[config.mk]
export PLATFORM = sky130hd
export DESIGN_NAME = pixel_repacker
export DESIGN_NICKNAME = d
export VERILOG_FILES = /design/src/capture_pkg.sv /design/src/pixel_repacker.sv
export SDC_FILE = /design/constraint.sdc
export NUM_CORES = 1
export LEC_CHECK = 0
export ABC_CLOCK_PERIOD_IN_PS = 6880
export BUFFER_PORTS_ARGS = -buffer_cell sky130_fd_sc_hd__clkbuf_2
export CELL_PAD_IN_SITES_DETAIL_PLACEMENT = 2
export CELL_PAD_IN_SITES_GLOBAL_PLACEMENT = 2
export CORE_MARGIN = 10
export CORE_UTILIZATION = 41
export DETAILED_ROUTE_END_ITERATION = 10
export PLACE_DENSITY_LB_ADDON = 0.1
export SETUP_SLACK_MARGIN = 0.05
export SLEW_MARGIN = 15
export SYNTH_ARGS = -nofsm -noshare
export SYNTH_HDL_FRONTEND = slang
export SYNTH_SLANG_ARGS = --single-unit
[constraint.sdc]
create_clock -name clk_sys -period 6.88 [get_ports clk_sys]
set_input_delay 1.032 -clock clk_sys [delete_from_list [all_inputs] [get_ports clk_sys]]
set_output_delay 1.032 -clock clk_sys [all_outputs]
set_load 0.005 [all_outputs]
[src/capture_pkg.sv]
`default_nettype none

package capture_pkg;

    typedef logic [23:0] pixel_t;
    typedef logic [31:0] word_t;
    typedef logic [31:0] addr_t;
    typedef logic [7:0]  csr_addr_t;
    typedef logic [31:0] count_t;
    typedef logic [9:0]  level_t;

    // burst geometry, one word per beat
    localparam int BURST_LEN   = 16;
    localparam int BURST_BYTES = BURST_LEN * 4;
    localparam int BEAT_W      = $clog2(BURST_LEN);
    localparam logic [BEAT_W-1:0] BEAT_LAST = BEAT_W'(BURST_LEN - 1);
    localparam logic [7:0] AWLEN = 8'(BURST_LEN - 1);

    localparam int FIFO_DEPTH = 512;
    localparam int PTR_W      = $clog2(FIFO_DEPTH);

    // register map, byte offsets
    localparam csr_addr_t REG_START_ADDR  = 8'h00;
    localparam csr_addr_t REG_CTRL        = 8'h04;
    localparam csr_addr_t REG_LINE_PIXELS = 8'h08;
    localparam csr_addr_t REG_FRAME_LINES = 8'h0C;
    localparam csr_addr_t REG_FRAME_COUNT = 8'h10;
    localparam csr_addr_t REG_STATUS      = 8'h14;

    localparam int CTRL_ENABLE     = 0;
    localparam int STAT_FRAME_DONE = 0;
    localparam int STAT_OVERFLOW   = 1;

    typedef enum logic [1:0] {
        IDLE,
        ADDR,
        DATA,
        RESP
    } burst_state_t;

endpackage

`default_nettype wire

[src/pixel_repacker.sv]
`default_nettype none

module pixel_repacker (
    input  wire                      clk_sys,
    input  wire                      rst_sys_n,
    input  wire capture_pkg::pixel_t video_data,
    input  wire                      video_de,
    output capture_pkg::word_t       word,
    output logic                     word_valid
);
    // bytes waiting in hold, counts 0, 3, 2, 1 over four pixels
    logic [1:0]          phase;
    capture_pkg::pixel_t hold;

    always_ff @(posedge clk_sys or negedge rst_sys_n) begin
        if (!rst_sys_n) begin
            phase      <= 2'd0;
            word_valid <= 1'b0;
        end else if (!video_de) begin
            // partial word at end of line is dropped
            phase      <= 2'd0;
            word_valid <= 1'b0;
        end else begin
            phase      <= phase - 2'd1;
            word_valid <= (phase != 2'd0);
        end
    end

    // first byte of the stream lands in bits 7:0
    always_ff @(posedge clk_sys) begin
        if (video_de) begin
            case (phase)
                2'd0: begin
                    hold <= video_data;
                end
                2'd3: begin
                    word <= {video_data[7:0], hold[23:0]};
                    hold <= {8'h00, video_data[23:8]};
                end
                2'd2: begin
                    word <= {video_data[15:0], hold[15:0]};
                    hold <= {16'h0000, video_data[23:16]};
                end
                default: begin
                    word <= {video_data, hold[7:0]};
                end
            endcase
        end
    end

endmodule

`default_nettype wire

==> results.md, run 1 <==
- Data arrival time at the worst-slack endpoint: 2310 ps
- Seq. cell area: 1757 um2
- Fraction of final layout cells with drive strength greater than 1: 0.4450
- Finish-stage setup viols: 0
- Final RePlAce weighted congestion: 0.7402
- Yosys reg bits: 59
- Per-instance average area after synthesis: 17.93 um2
- Die area: 9980 um2
- Cells after synthesis: 146
- Clock tree from TritonCTS: built
- Routed wire length: 6089 um
- Setup clock skew after layout: 5.460 ps
- Hpwl dp: 4137 um
- Net count after synthesis: 177
- Path type of the worst setup path: reg2reg
- Routed wire length per instance: 21.29 um
- Final period utilization: 0.3242
- Clk slew on worst S/H paths: 70 ps
- Max-slew violation count: 0
- Cell leakage power: 1.311 nW
- Number of buffers created by CTS: 9
- Combined area of the multi-input logic cells: 745.7 um2
- GRT Overall Usage: 0.1257
- Worst min-delay path category: reg2reg
- Height of the die: 99.90 um
- Boundary Pins: 60
- Number of unique standard cell types used by synthesis: 17
- Clock Sinks: 59
- Hold-fix buffer count after cts: 0
- Maximum clock frequency: 0.4483 GHz
- Pre-antenna DRT Iters: 5
- Detailed Route Iter0 Violations: 52
- Number of global-route vias before repair: 1789
- Count of final hold-check violations: 0
- Antenna cells: 0
- H-tree depth: 3
- Crit start category: flip-flop
- Rows: 29
- Filler Cells Inserted: 609
- Ys Warns: 0
- Commonest non-fill, non-tap cells in the layout: 59 x sky130_fd_sc_hd__clkbuf_2, 56 x sky130_fd_sc_hd__edfxtp_1, 24 x sky130_fd_sc_hd__a22o_1
- Standard cell core area: 6277 um2
- Post-Place Cells: 271
- Buffers added on ports: 59
- Pin count of the biggest net entering global routing: 42
- Share of synthesized area occupied by flip-flops and latches: 0.6711
- DRC viols: 0
- Initial core utilization: 0.4170
- Via-to-Cell Ratio: 5.455
- Count of cells resized by post-cts repair: 0
- Transition time at the pin with the least slew margin: 1011 ps
- Final Net Count: 236
- Worst endpoint required time: 6960 ps
- Ratio of total power to cell area: 272.4 nW/um2
- Reported max-cap violation count: 0
- VDD IR-drop max: 0.1350 mV
- Worst relative slew slack: 0.3260
- Run status: finished, final reports clean
- Combined area of all synthesized cells: 2618 um2
- Area delta synth->final: 16.87%
- Instance area at placement: 2909 um2
- GR Overflow Total: 0
- Final design area excluding fillers: 3059 um2
- Insertion delay of the later-clocked pin in the worst-skew pair: 330 ps
- Fin cells: 286
- Crit path max fanout: 41
- Type of destination of the critical path: flip-flop
- Final critical delay including setup and external delays: 2231 ps
- Horizontal extent of the die: 99.90 um
- Setup repair after global routing missed its margin: no
- CTS Root Cell: sky130_fd_sc_hd__clkbuf_8
- Clock tree buffer depth: 2
- Via count: 1560
- Final sum of negative setup slack: 0 ps
- Number of antenna violations at the first check in global routing: 0
- Global-route wire length before repair: 9701 um
- Most common cell after layout, fill and taps aside: sky130_fd_sc_hd__clkbuf_2
- Routed Antenna Nets: 0
- Post-CTS setup-driven buffer insertion count: 0
kinds of logic after synthesis:
family / Yosys count / share of synthesized area
adders and majority gates: 4 / 0.01912
buffers and inverters: 14 / 0.04971
DFF: 59 / 0.6711
muxes: 8 / 0.04302
AOI/OAI and AO/OA: 48 / 0.1568
and+or+nand+nor: 13 / 0.06023
sequential cells by signal, summed over array words and instances, names as in the netlist:
signal      count
word           32
hold           24
phase           2
word_valid      1
Yosys cell counts (all sizes together):
library cell / n / share of area
mux2: 8 / 0.043
inv: 2 / 0.0029
nor2b: 4 / 0.0096
nor3b: 8 / 0.043
a21o: 16 / 0.046
dfrtp: 3 / 0.029
a22o: 24 / 0.080
a221o: 8 / 0.031
buf: 12 / 0.047
edfxtp: 56 / 0.64
ha: 4 / 0.019
nor2: 1 / 0.0076
stage by stage:
step                      hold slack [ps]    util  power [W]  worst slack (ps)
after global placement              401.2  0.4634  0.0005801              4566
after floorplan                     400.3       -  0.0005447              3949
after detailed placement            407.5  0.4634  0.0005923              4518
after global routing                437.4  0.4873  0.0008755              4521
final                               420.2  0.4873  0.0008334              4649
after CTS                           422.9  0.4873  0.0008461              4653
cell type report:
cell class | instances | share of cell area
Multi-Input combinational cell | 73 | 0.2438
Inverter | 2 | 0.002454
Sequential cell | 59 | 0.5742
Tap cell | 77 | 0.03149
Clock inverter | 4 | 0.006135
Timing Repair Buffer | 60 | 0.09898
Clock buffer | 11 | 0.04294
power by group:
part | leakage [nW] | switching (W) | total [W] | internal (W)
sequential | 0.574 | 0.0000104 | 0.000451 | 0.000441
clock | 0.0804 | 0.000126 | 0.000252 | 0.000126
combinational | 0.656 | 0.0000713 | 0.000131 | 0.0000593
final timing paths:
kind	from	end	slack [ps]	cells after the start
min in group asynchronous	rst_sys_n	phase[0]	490	1
worst max-delay path	phase[0]	word[10]	4650	3
worst max register to register	phase[0]	word[10]	4650	3
max in group asynchronous	rst_sys_n	phase[1]	6280	1
worst min-delay path	hold[5]	word[5]	420	0
worst min register to register	hold[5]	word[5]	420	0
layer usage:
layer  routed length (um)  part of all wire  GRT usage
met1                 2575              0.42     0.1408
met2                 3105              0.51     0.2120
met3                  303             0.050    0.04190
met4                  104             0.017    0.05623
met5                    0                 0          0
critical path, stage by stage (launching register included):
cell	delay, ps
sky130_fd_sc_hd__dfrtp_1	410
sky130_fd_sc_hd__ha_2	880
sky130_fd_sc_hd__nor2_8	280
sky130_fd_sc_hd__mux2_4	370
Power figures use the tool's default switching activity.
==> run 2, diff against run 1 <==
--- a/config.mk
+++ b/config.mk
@@ -5,12 +5,12 @@
 export SDC_FILE = /design/constraint.sdc
 export NUM_CORES = 1
 export LEC_CHECK = 0
-export ABC_CLOCK_PERIOD_IN_PS = 6880
+export ABC_CLOCK_PERIOD_IN_PS = 2100
 export BUFFER_PORTS_ARGS = -buffer_cell sky130_fd_sc_hd__clkbuf_2
 export CELL_PAD_IN_SITES_DETAIL_PLACEMENT = 2
 export CELL_PAD_IN_SITES_GLOBAL_PLACEMENT = 2
 export CORE_MARGIN = 10
-export CORE_UTILIZATION = 41
+export CORE_UTILIZATION = 38
 export DETAILED_ROUTE_END_ITERATION = 10
 export PLACE_DENSITY_LB_ADDON = 0.1
 export SETUP_SLACK_MARGIN = 0.05
==> constraint.sdc (replaced) <==
create_clock -name clk_sys -period 2.1 [get_ports clk_sys]
set_input_delay 0.315 -clock clk_sys [delete_from_list [all_inputs] [get_ports clk_sys]]
set_output_delay 0.315 -clock clk_sys [all_outputs]
set_load 0.005 [all_outputs]
==> results.md, run 2 (synthesis gave the netlist of run 1 again) <==
- Clock Sinks: 59 (unchanged)
- Largest Register: word
- Flip-flop count of the largest register after layout: 32 (unchanged)
- VDD IR-drop max: 0.3504 mV (+160%)
- Critical Path Start: phase[0]
- Number of antenna violations at the first check in global routing: 0 (unchanged)
- Fin cells: 296 (+3.5%)
- RR Startpoint: phase[0]
- CTS Root Cell: sky130_fd_sc_hd__clkbuf_8
- Maximum clock frequency: 0.5215 GHz (+16%)
- Post-layout total power: 0.003022 W (+260%)
- Commonest non-fill, non-tap cells in the layout: 59 x sky130_fd_sc_hd__clkbuf_2, 56 x sky130_fd_sc_hd__edfxtp_1, 24 x sky130_fd_sc_hd__a22o_1
- Detailed Route Iter0 Violations: 45 (-13%)
- Post-Place Cells: 279 (+3.0%)
- Count of cells resized by post-cts repair: 0 (unchanged)
- Area delta synth->final: 21.08%
- H-tree depth: 3 (unchanged)
- Boundary Pins: 60 (unchanged)
- Critical Path Max Stage Delay: 420 ps (-460 ps)
- Worst setup timing slack at the placement stage: 179.9 ps (-4338 ps)
- Number of global-route vias before repair: 1789 (unchanged)
- Worst endpoint required time: 2180 ps (-4780 ps)
- Height of the die: 103.0 um (+3.1%)
- Final Net Count: 242 (+2.5%)
- Path type of the worst setup path: reg2reg
- Die area: 10610 um2 (+6.3%)
- Hold-fix buffer count after cts: 1 (+1)
- Critical path, cell by cell: inv_1 -> ha_2 -> buf_4 -> nor3b_2 -> a221o_1
- Crit start category: flip-flop
- Most common cell after layout, fill and taps aside: sky130_fd_sc_hd__clkbuf_2
- Transition time at the pin with the least slew margin: 534.1 ps (-476.9 ps)
- Setup repair after global routing missed its margin: no
- Fin worst setup slack: 182.5 ps (-4467 ps)
- Ratio of total power to cell area: 953.6 nW/um2 (+250%)
- Clk slew on worst S/H paths: 70 ps (about the same)
- Standard cell core area: 6756 um2 (+7.6%)
- Via count: 1565 (+0.32%)
- Final sum of negative setup slack: 0 ps (unchanged)
- Crit path max fanout: 24 (-41%)
- Via-to-Cell Ratio: 5.287 (-3.1%)
- Reported max-cap violation count: 0 (unchanged)
- Finish-stage setup viols: 0 (unchanged)
- Regs by FF count: word x32, hold x24, phase x2
- Fraction of final layout cells with drive strength greater than 1: 0.4630 (+0.01799)
- Clock tree from TritonCTS: built
- Pre-antenna DRT Iters: 4 (-1)
- Hpwl dp: 4273 um (+3.3%)
- Filler Cells Inserted: 649 (+6.6%)
- Routed wire length: 6113 um (+0.39%)
- Worst relative slew slack: 0.6439 (+0.3180)
- Routed Antenna Nets: 0 (unchanged)
- Global-route wire length before repair: 9742 um (+0.42%)
- Insertion delay of the later-clocked pin in the worst-skew pair: 340 ps (about the same)
- Buffers added on ports: 59 (unchanged)
- Pin count of the biggest net entering global routing: 33 (-21%)
- Reg2reg setup slack: 180 ps (-4470 ps)
- Rows: 30 (+3.4%)
- Cell leakage power: 1.364 nW (+4.0%)
- GRT Overall Usage: 0.1212 (-0.004497)
- Final period utilization: 0.9131 (+0.5889)
- Run status: finished, final reports clean
- Final hold slack: 232.1 ps (-188.1 ps)
- Clock tree buffer depth: 2 (unchanged)
- DRC viols: 0 (unchanged)
- Final RePlAce weighted congestion: 0.7839 (+5.9%)
- Routed wire length per instance: 20.65 um (-3.0%)
- Horizontal extent of the die: 103.0 um (+3.1%)
- Data arrival time at the worst-slack endpoint: 1990 ps (-320 ps)
- Max-slew violation count: 0 (unchanged)
- Setup clock skew after layout: 8.046 ps (+2.585 ps)
- Post-CTS setup-driven buffer insertion count: 0 (unchanged)
- Count of final hold-check violations: 0 (unchanged)
- Startpoint of the tightest hold check path: video_de
- Initial core utilization: 0.3874 (-0.02957)
- GR Overflow Total: 0 (unchanged)
- Antenna cells: 0 (unchanged)
- Type of destination of the critical path: flip-flop
- Number of buffers created by CTS: 9 (unchanged)
- Slowest library cell on the worst path: sky130_fd_sc_hd__dfrtp_1
- Worst min-delay path category: in2reg
- Final critical delay including setup and external delays: 1918 ps (-313.1 ps)
## run 2: changes by cell type in the layout (fill, tap and decap cells not counted)
cell                            delta
sky130_fd_sc_hd__clkinv_2          -1
sky130_fd_sc_hd__bufinv_16         +2
sky130_fd_sc_hd__buf_4             +5
sky130_fd_sc_hd__clkinv_1          -1
sky130_fd_sc_hd__dlygate4sd3_1     +1
sky130_fd_sc_hd__clkinvlp_4        +1
## run 2: metrics by stage
stage | instance area (um2) | utilization
6_report | 3169 | 0.4691
5_1_grt | 3169 | 0.4691
4_1_cts | 3169 | 0.4691
3_5_place_dp | 2950 | 0.4367
3_3_place_gp | 2950 | 0.4367
2_1_floorplan | 2623 | -
## run 2: worst max-delay path: cells and delay by family (launching register included)
family	cells	cell delay [ps]
buffers and inverters	2	490
adder cells (fa/ha/maj)	1	380
flip-flops	1	420
AO/OA/AOI/OAI	1	280
AND/OR/NAND/NOR	1	90
## run 2: routing by layer
layer  wire (um)  GRT usage
met1        2628     0.1389
met2        3078     0.2043
met3         322    0.03351
met4          84    0.05775
met5           0          0
## run 2: final timing paths
kind / to / cells past startpoint
max: word[27] / 5
max in group asynchronous: phase[0] / 2
min in group asynchronous: phase[1] / 2
max reg2reg: word[27] / 5
min: phase[1] / 2
min reg2reg: word[0] / 0
## run 2: cell type report
type	instances	area, um2	share of cell area
flip-flops and latches	59	1757	0.5543
clock inverters	5	77.57	0.02448
repair buffers	66	350.3	0.1105
multi-input cells	73	745.7	0.2353
clock buffers	11	131.4	0.04145
inverters	2	7.507	0.002369
well taps	80	100.1	0.03158
## run 2: where the power goes
group | leakage [nW] | internal [W] | switching, W
Clock | 0.103 | 0.000665 | 0.000445
Sequential | 0.574 | 0.00144 | 0.0000331
Combinational | 0.686 | 0.000205 | 0.000234
Total | 1.36 | 0.00231 | 0.000711
==> run 3, diff against run 2 <==
--- a/config.mk
+++ b/config.mk
@@ -11,6 +11,7 @@
 export CELL_PAD_IN_SITES_GLOBAL_PLACEMENT = 2
 export CORE_MARGIN = 10
 export CORE_UTILIZATION = 38
+export CTS_BUF_LIST = sky130_fd_sc_hd__clkbuf_4 sky130_fd_sc_hd__clkbuf_8 sky130_fd_sc_hd__clkbuf_16
 export DETAILED_ROUTE_END_ITERATION = 10
 export PLACE_DENSITY_LB_ADDON = 0.1
 export SETUP_SLACK_MARGIN = 0.05
==> results.md, run 3 (synthesis gave the netlist of run 1 again) <==
- Power Internal: 0.002337 W (+1.1%)
- Highest metal used: met4
- Clock share of power: 0.373 (+0.006)
- Flip-flop count of the largest register after layout: 32 (unchanged)
- Timing endpoint of the critical path: word[27]
- Commonest non-fill, non-tap cells in the layout: 59 x sky130_fd_sc_hd__clkbuf_2, 56 x sky130_fd_sc_hd__edfxtp_1, 24 x sky130_fd_sc_hd__a22o_1
- Met3 WL post-DR: 308 um (-4.3%)
- Fraction of power spent switching nets: 0.2332 (-0.002181)
- Final critical delay including setup and external delays: 1914 ps (-3.142 ps)
- Post-Place Cells: 279 (unchanged)
- Regs by FF count: word x32, hold x24, phase x2
- Run status: finished, final reports clean
- Worst min-delay path category: in2reg
- Fraction of final layout cells with drive strength greater than 1: 0.4722 (+0.009259)
- Most common cell after layout, fill and taps aside: sky130_fd_sc_hd__clkbuf_2
- Reg2reg setup slack: 190 ps (about the same)
- Initial core utilization: 0.3874 (unchanged)
- Final Net Count: 242 (unchanged)
- Critical path, cell by cell: inv_1 -> ha_2 -> buf_4 -> nor3b_2 -> a221o_1
- Clock tree buffer depth: 2 (unchanged)
- Path type of the worst setup path: reg2reg
- Cell leakage power: 1.371 nW (+0.50%)
- Global-route wire length before repair: 9763 um (+0.22%)
- Final RePlAce weighted congestion: 0.7839 (unchanged)
- GR Overflow Total: 0 (unchanged)
- Ratio of total power to cell area: 959.3 nW/um2 (+0.59%)
- Routed Antenna Nets: 0 (unchanged)
- Number of cell instances on the worst register-to-register path: 5 (unchanged)
- DRC viols: 0 (unchanged)
- Antenna cells: 0 (unchanged)
- Area delta synth->final: 21.37%
- Setup repair after global routing missed its margin: no
- Worst endpoint required time: 2180 ps (about the same)
- Setup clock skew after layout: 8.524 ps (+0.4779 ps)
- Via-to-Cell Ratio: 5.277 (-0.19%)
- Slowest library cell on the worst path: sky130_fd_sc_hd__dfrtp_1
- Count of final hold-check violations: 0 (unchanged)
- Critical Path Start: phase[0]
- Routed wire length per instance: 20.58 um (-0.33%)
- Buffers added on ports: 59 (unchanged)
- Insertion delay of the later-clocked pin in the worst-skew pair: 330 ps (about the same)
- Clock tree from TritonCTS: built
- Proportion of power drawn by combinational gates: 0.144 (about the same)
- Fin cells: 296 (unchanged)
- Hold path depth: 2 (unchanged)
- Count of buffering cells on the critical path with inverters included: 2 (unchanged)
- Number of buffers created by CTS: 9 (unchanged)
- Number of cells on the critical path: 5 (unchanged)
- RR Startpoint: phase[0]
- Routed wire length: 6093 um (-0.33%)
- GRT Overall Usage: 0.1217 (+0.0005623)
- Share of total power in sequential cells: 0.484 (-0.004)
- Largest Register: word
- Filler Cells Inserted: 644 (-0.77%)
- Clk slew on worst S/H paths: 70 ps (about the same)
- Transition time at the pin with the least slew margin: 530.5 ps (-3.583 ps)
- Max-slew violation count: 0 (unchanged)
- Final sum of negative setup slack: 0 ps (unchanged)
- Boundary Pins: 60 (unchanged)
- Crit-path leading delay family: buffers and inverters
- Horizontal extent of the die: 103.0 um (unchanged)
- Pin count of the biggest net entering global routing: 33 (unchanged)
- Height of the die: 103.0 um (unchanged)
- Crit path max fanout: 24 (unchanged)
- Standard cell core area: 6756 um2 (unchanged)
- Power dissipated by switching net loads: 0.0007107 W (-0.11%)
- Detailed Route Iter0 Violations: 37 (-18%)
- Pre-antenna DRT Iters: 4 (unchanged)
- Met1 Wirelength: 2641 um (+0.49%)
- Type of destination of the critical path: flip-flop
- Via count: 1562 (-0.19%)
- Maximum clock frequency: 0.5224 GHz (+0.16%)
- Data arrival time at the worst-slack endpoint: 1990 ps (about the same)
- FF-to-FF End: word[27]
- Die area: 10610 um2 (unchanged)
- Number of antenna violations at the first check in global routing: 0 (unchanged)
- Reported max-cap violation count: 0 (unchanged)
- CTS Root Cell: sky130_fd_sc_hd__clkbuf_8
- Startpoint of the tightest hold check path: video_de
- Crit start category: flip-flop
- Rows: 30 (unchanged)
- H-tree depth: 3 (unchanged)
- Number of global-route vias before repair: 1779 (-0.56%)
- Finish-stage setup viols: 0 (unchanged)
- Worst relative slew slack: 0.6463 (+0.002389)
- Final period utilization: 0.9116 (-0.001496)
- Critical Path Max Stage Delay: 420 ps (about the same)
- Hpwl dp: 4273 um (unchanged)
- Met2 wire len: 3059 um (-0.62%)
- Clock Sinks: 59 (unchanged)
- VDD IR-drop max: 0.3493 mV (-0.32%)
-- run 3: how the worst min path moves through the flow --
stage,endpoint
floorplan,phase[0]
global placement,word_valid
detailed placement,phase[1]
CTS,phase[1]
global route,phase[1]
finish,phase[1]
-- run 3: per-stage QoR --
step	util	hold WS [ps]	power, W	setup slack, ps	cell area (um2)
2_1_floorplan	-	19.41	0.001785	187.2	2623
3_3_place_gp	0.4367	111.6	0.001919	289.1	2950
3_5_place_dp	0.4367	124.8	0.001947	179.9	2950
4_1_cts	0.4702	222.7	0.003091	168.4	3177
5_1_grt	0.4702	233.1	0.003186	51.50	3177
6_report	0.4702	231.4	0.003047	185.6	3177
-- run 3: power groups by stage --
stage	registers (W)	clock network, W	logic, W
after detailed placement	0.00150	0	0.000444
after global placement	0.00149	0	0.000426
after CTS	0.00148	0.00116	0.000450
final	0.00147	0.00114	0.000437
after floorplan	0.00150	0	0.000286
after global routing	0.00149	0.00121	0.000485
-- run 3: worst reg2reg max path, delay by kind of cell (launching register included) --
kind | cells | cell delay (ps)
buffers and inverters | 2 | 490
adders and majority gates | 1 | 380
DFF | 1 | 420
and+or+nand+nor | 1 | 100
AOI/OAI and AO/OA | 1 | 280
-- run 3: repair_timing --
action / 4_1_cts / 5_1_grt
gates resized for setup: 0 / 0
hold endpoints to repair: 3 / 0
buffers inserted: 0 / 0
setup endpoints to repair: 0 / 0
hold buffers: 1 / 0
-- run 3: routing by layer --
metal  global-route usage  up-vias
li1                     -      723
met1               0.1393      780
met5                    0        -
met4              0.05775        0
met2               0.2043       49
met3              0.03552       10
-- run 3: cell type report --
cell class / count / area (um2) / area share
Tap cell: 80 / 100.1 / 0.03151
Multi-Input combinational cell: 73 / 745.7 / 0.2347
Inverter: 2 / 7.507 / 0.002363
Timing Repair Buffer: 66 / 350.3 / 0.1103
Sequential cell: 59 / 1757 / 0.5530
Clock buffer: 11 / 138.9 / 0.04372
Clock inverter: 5 / 77.57 / 0.02442
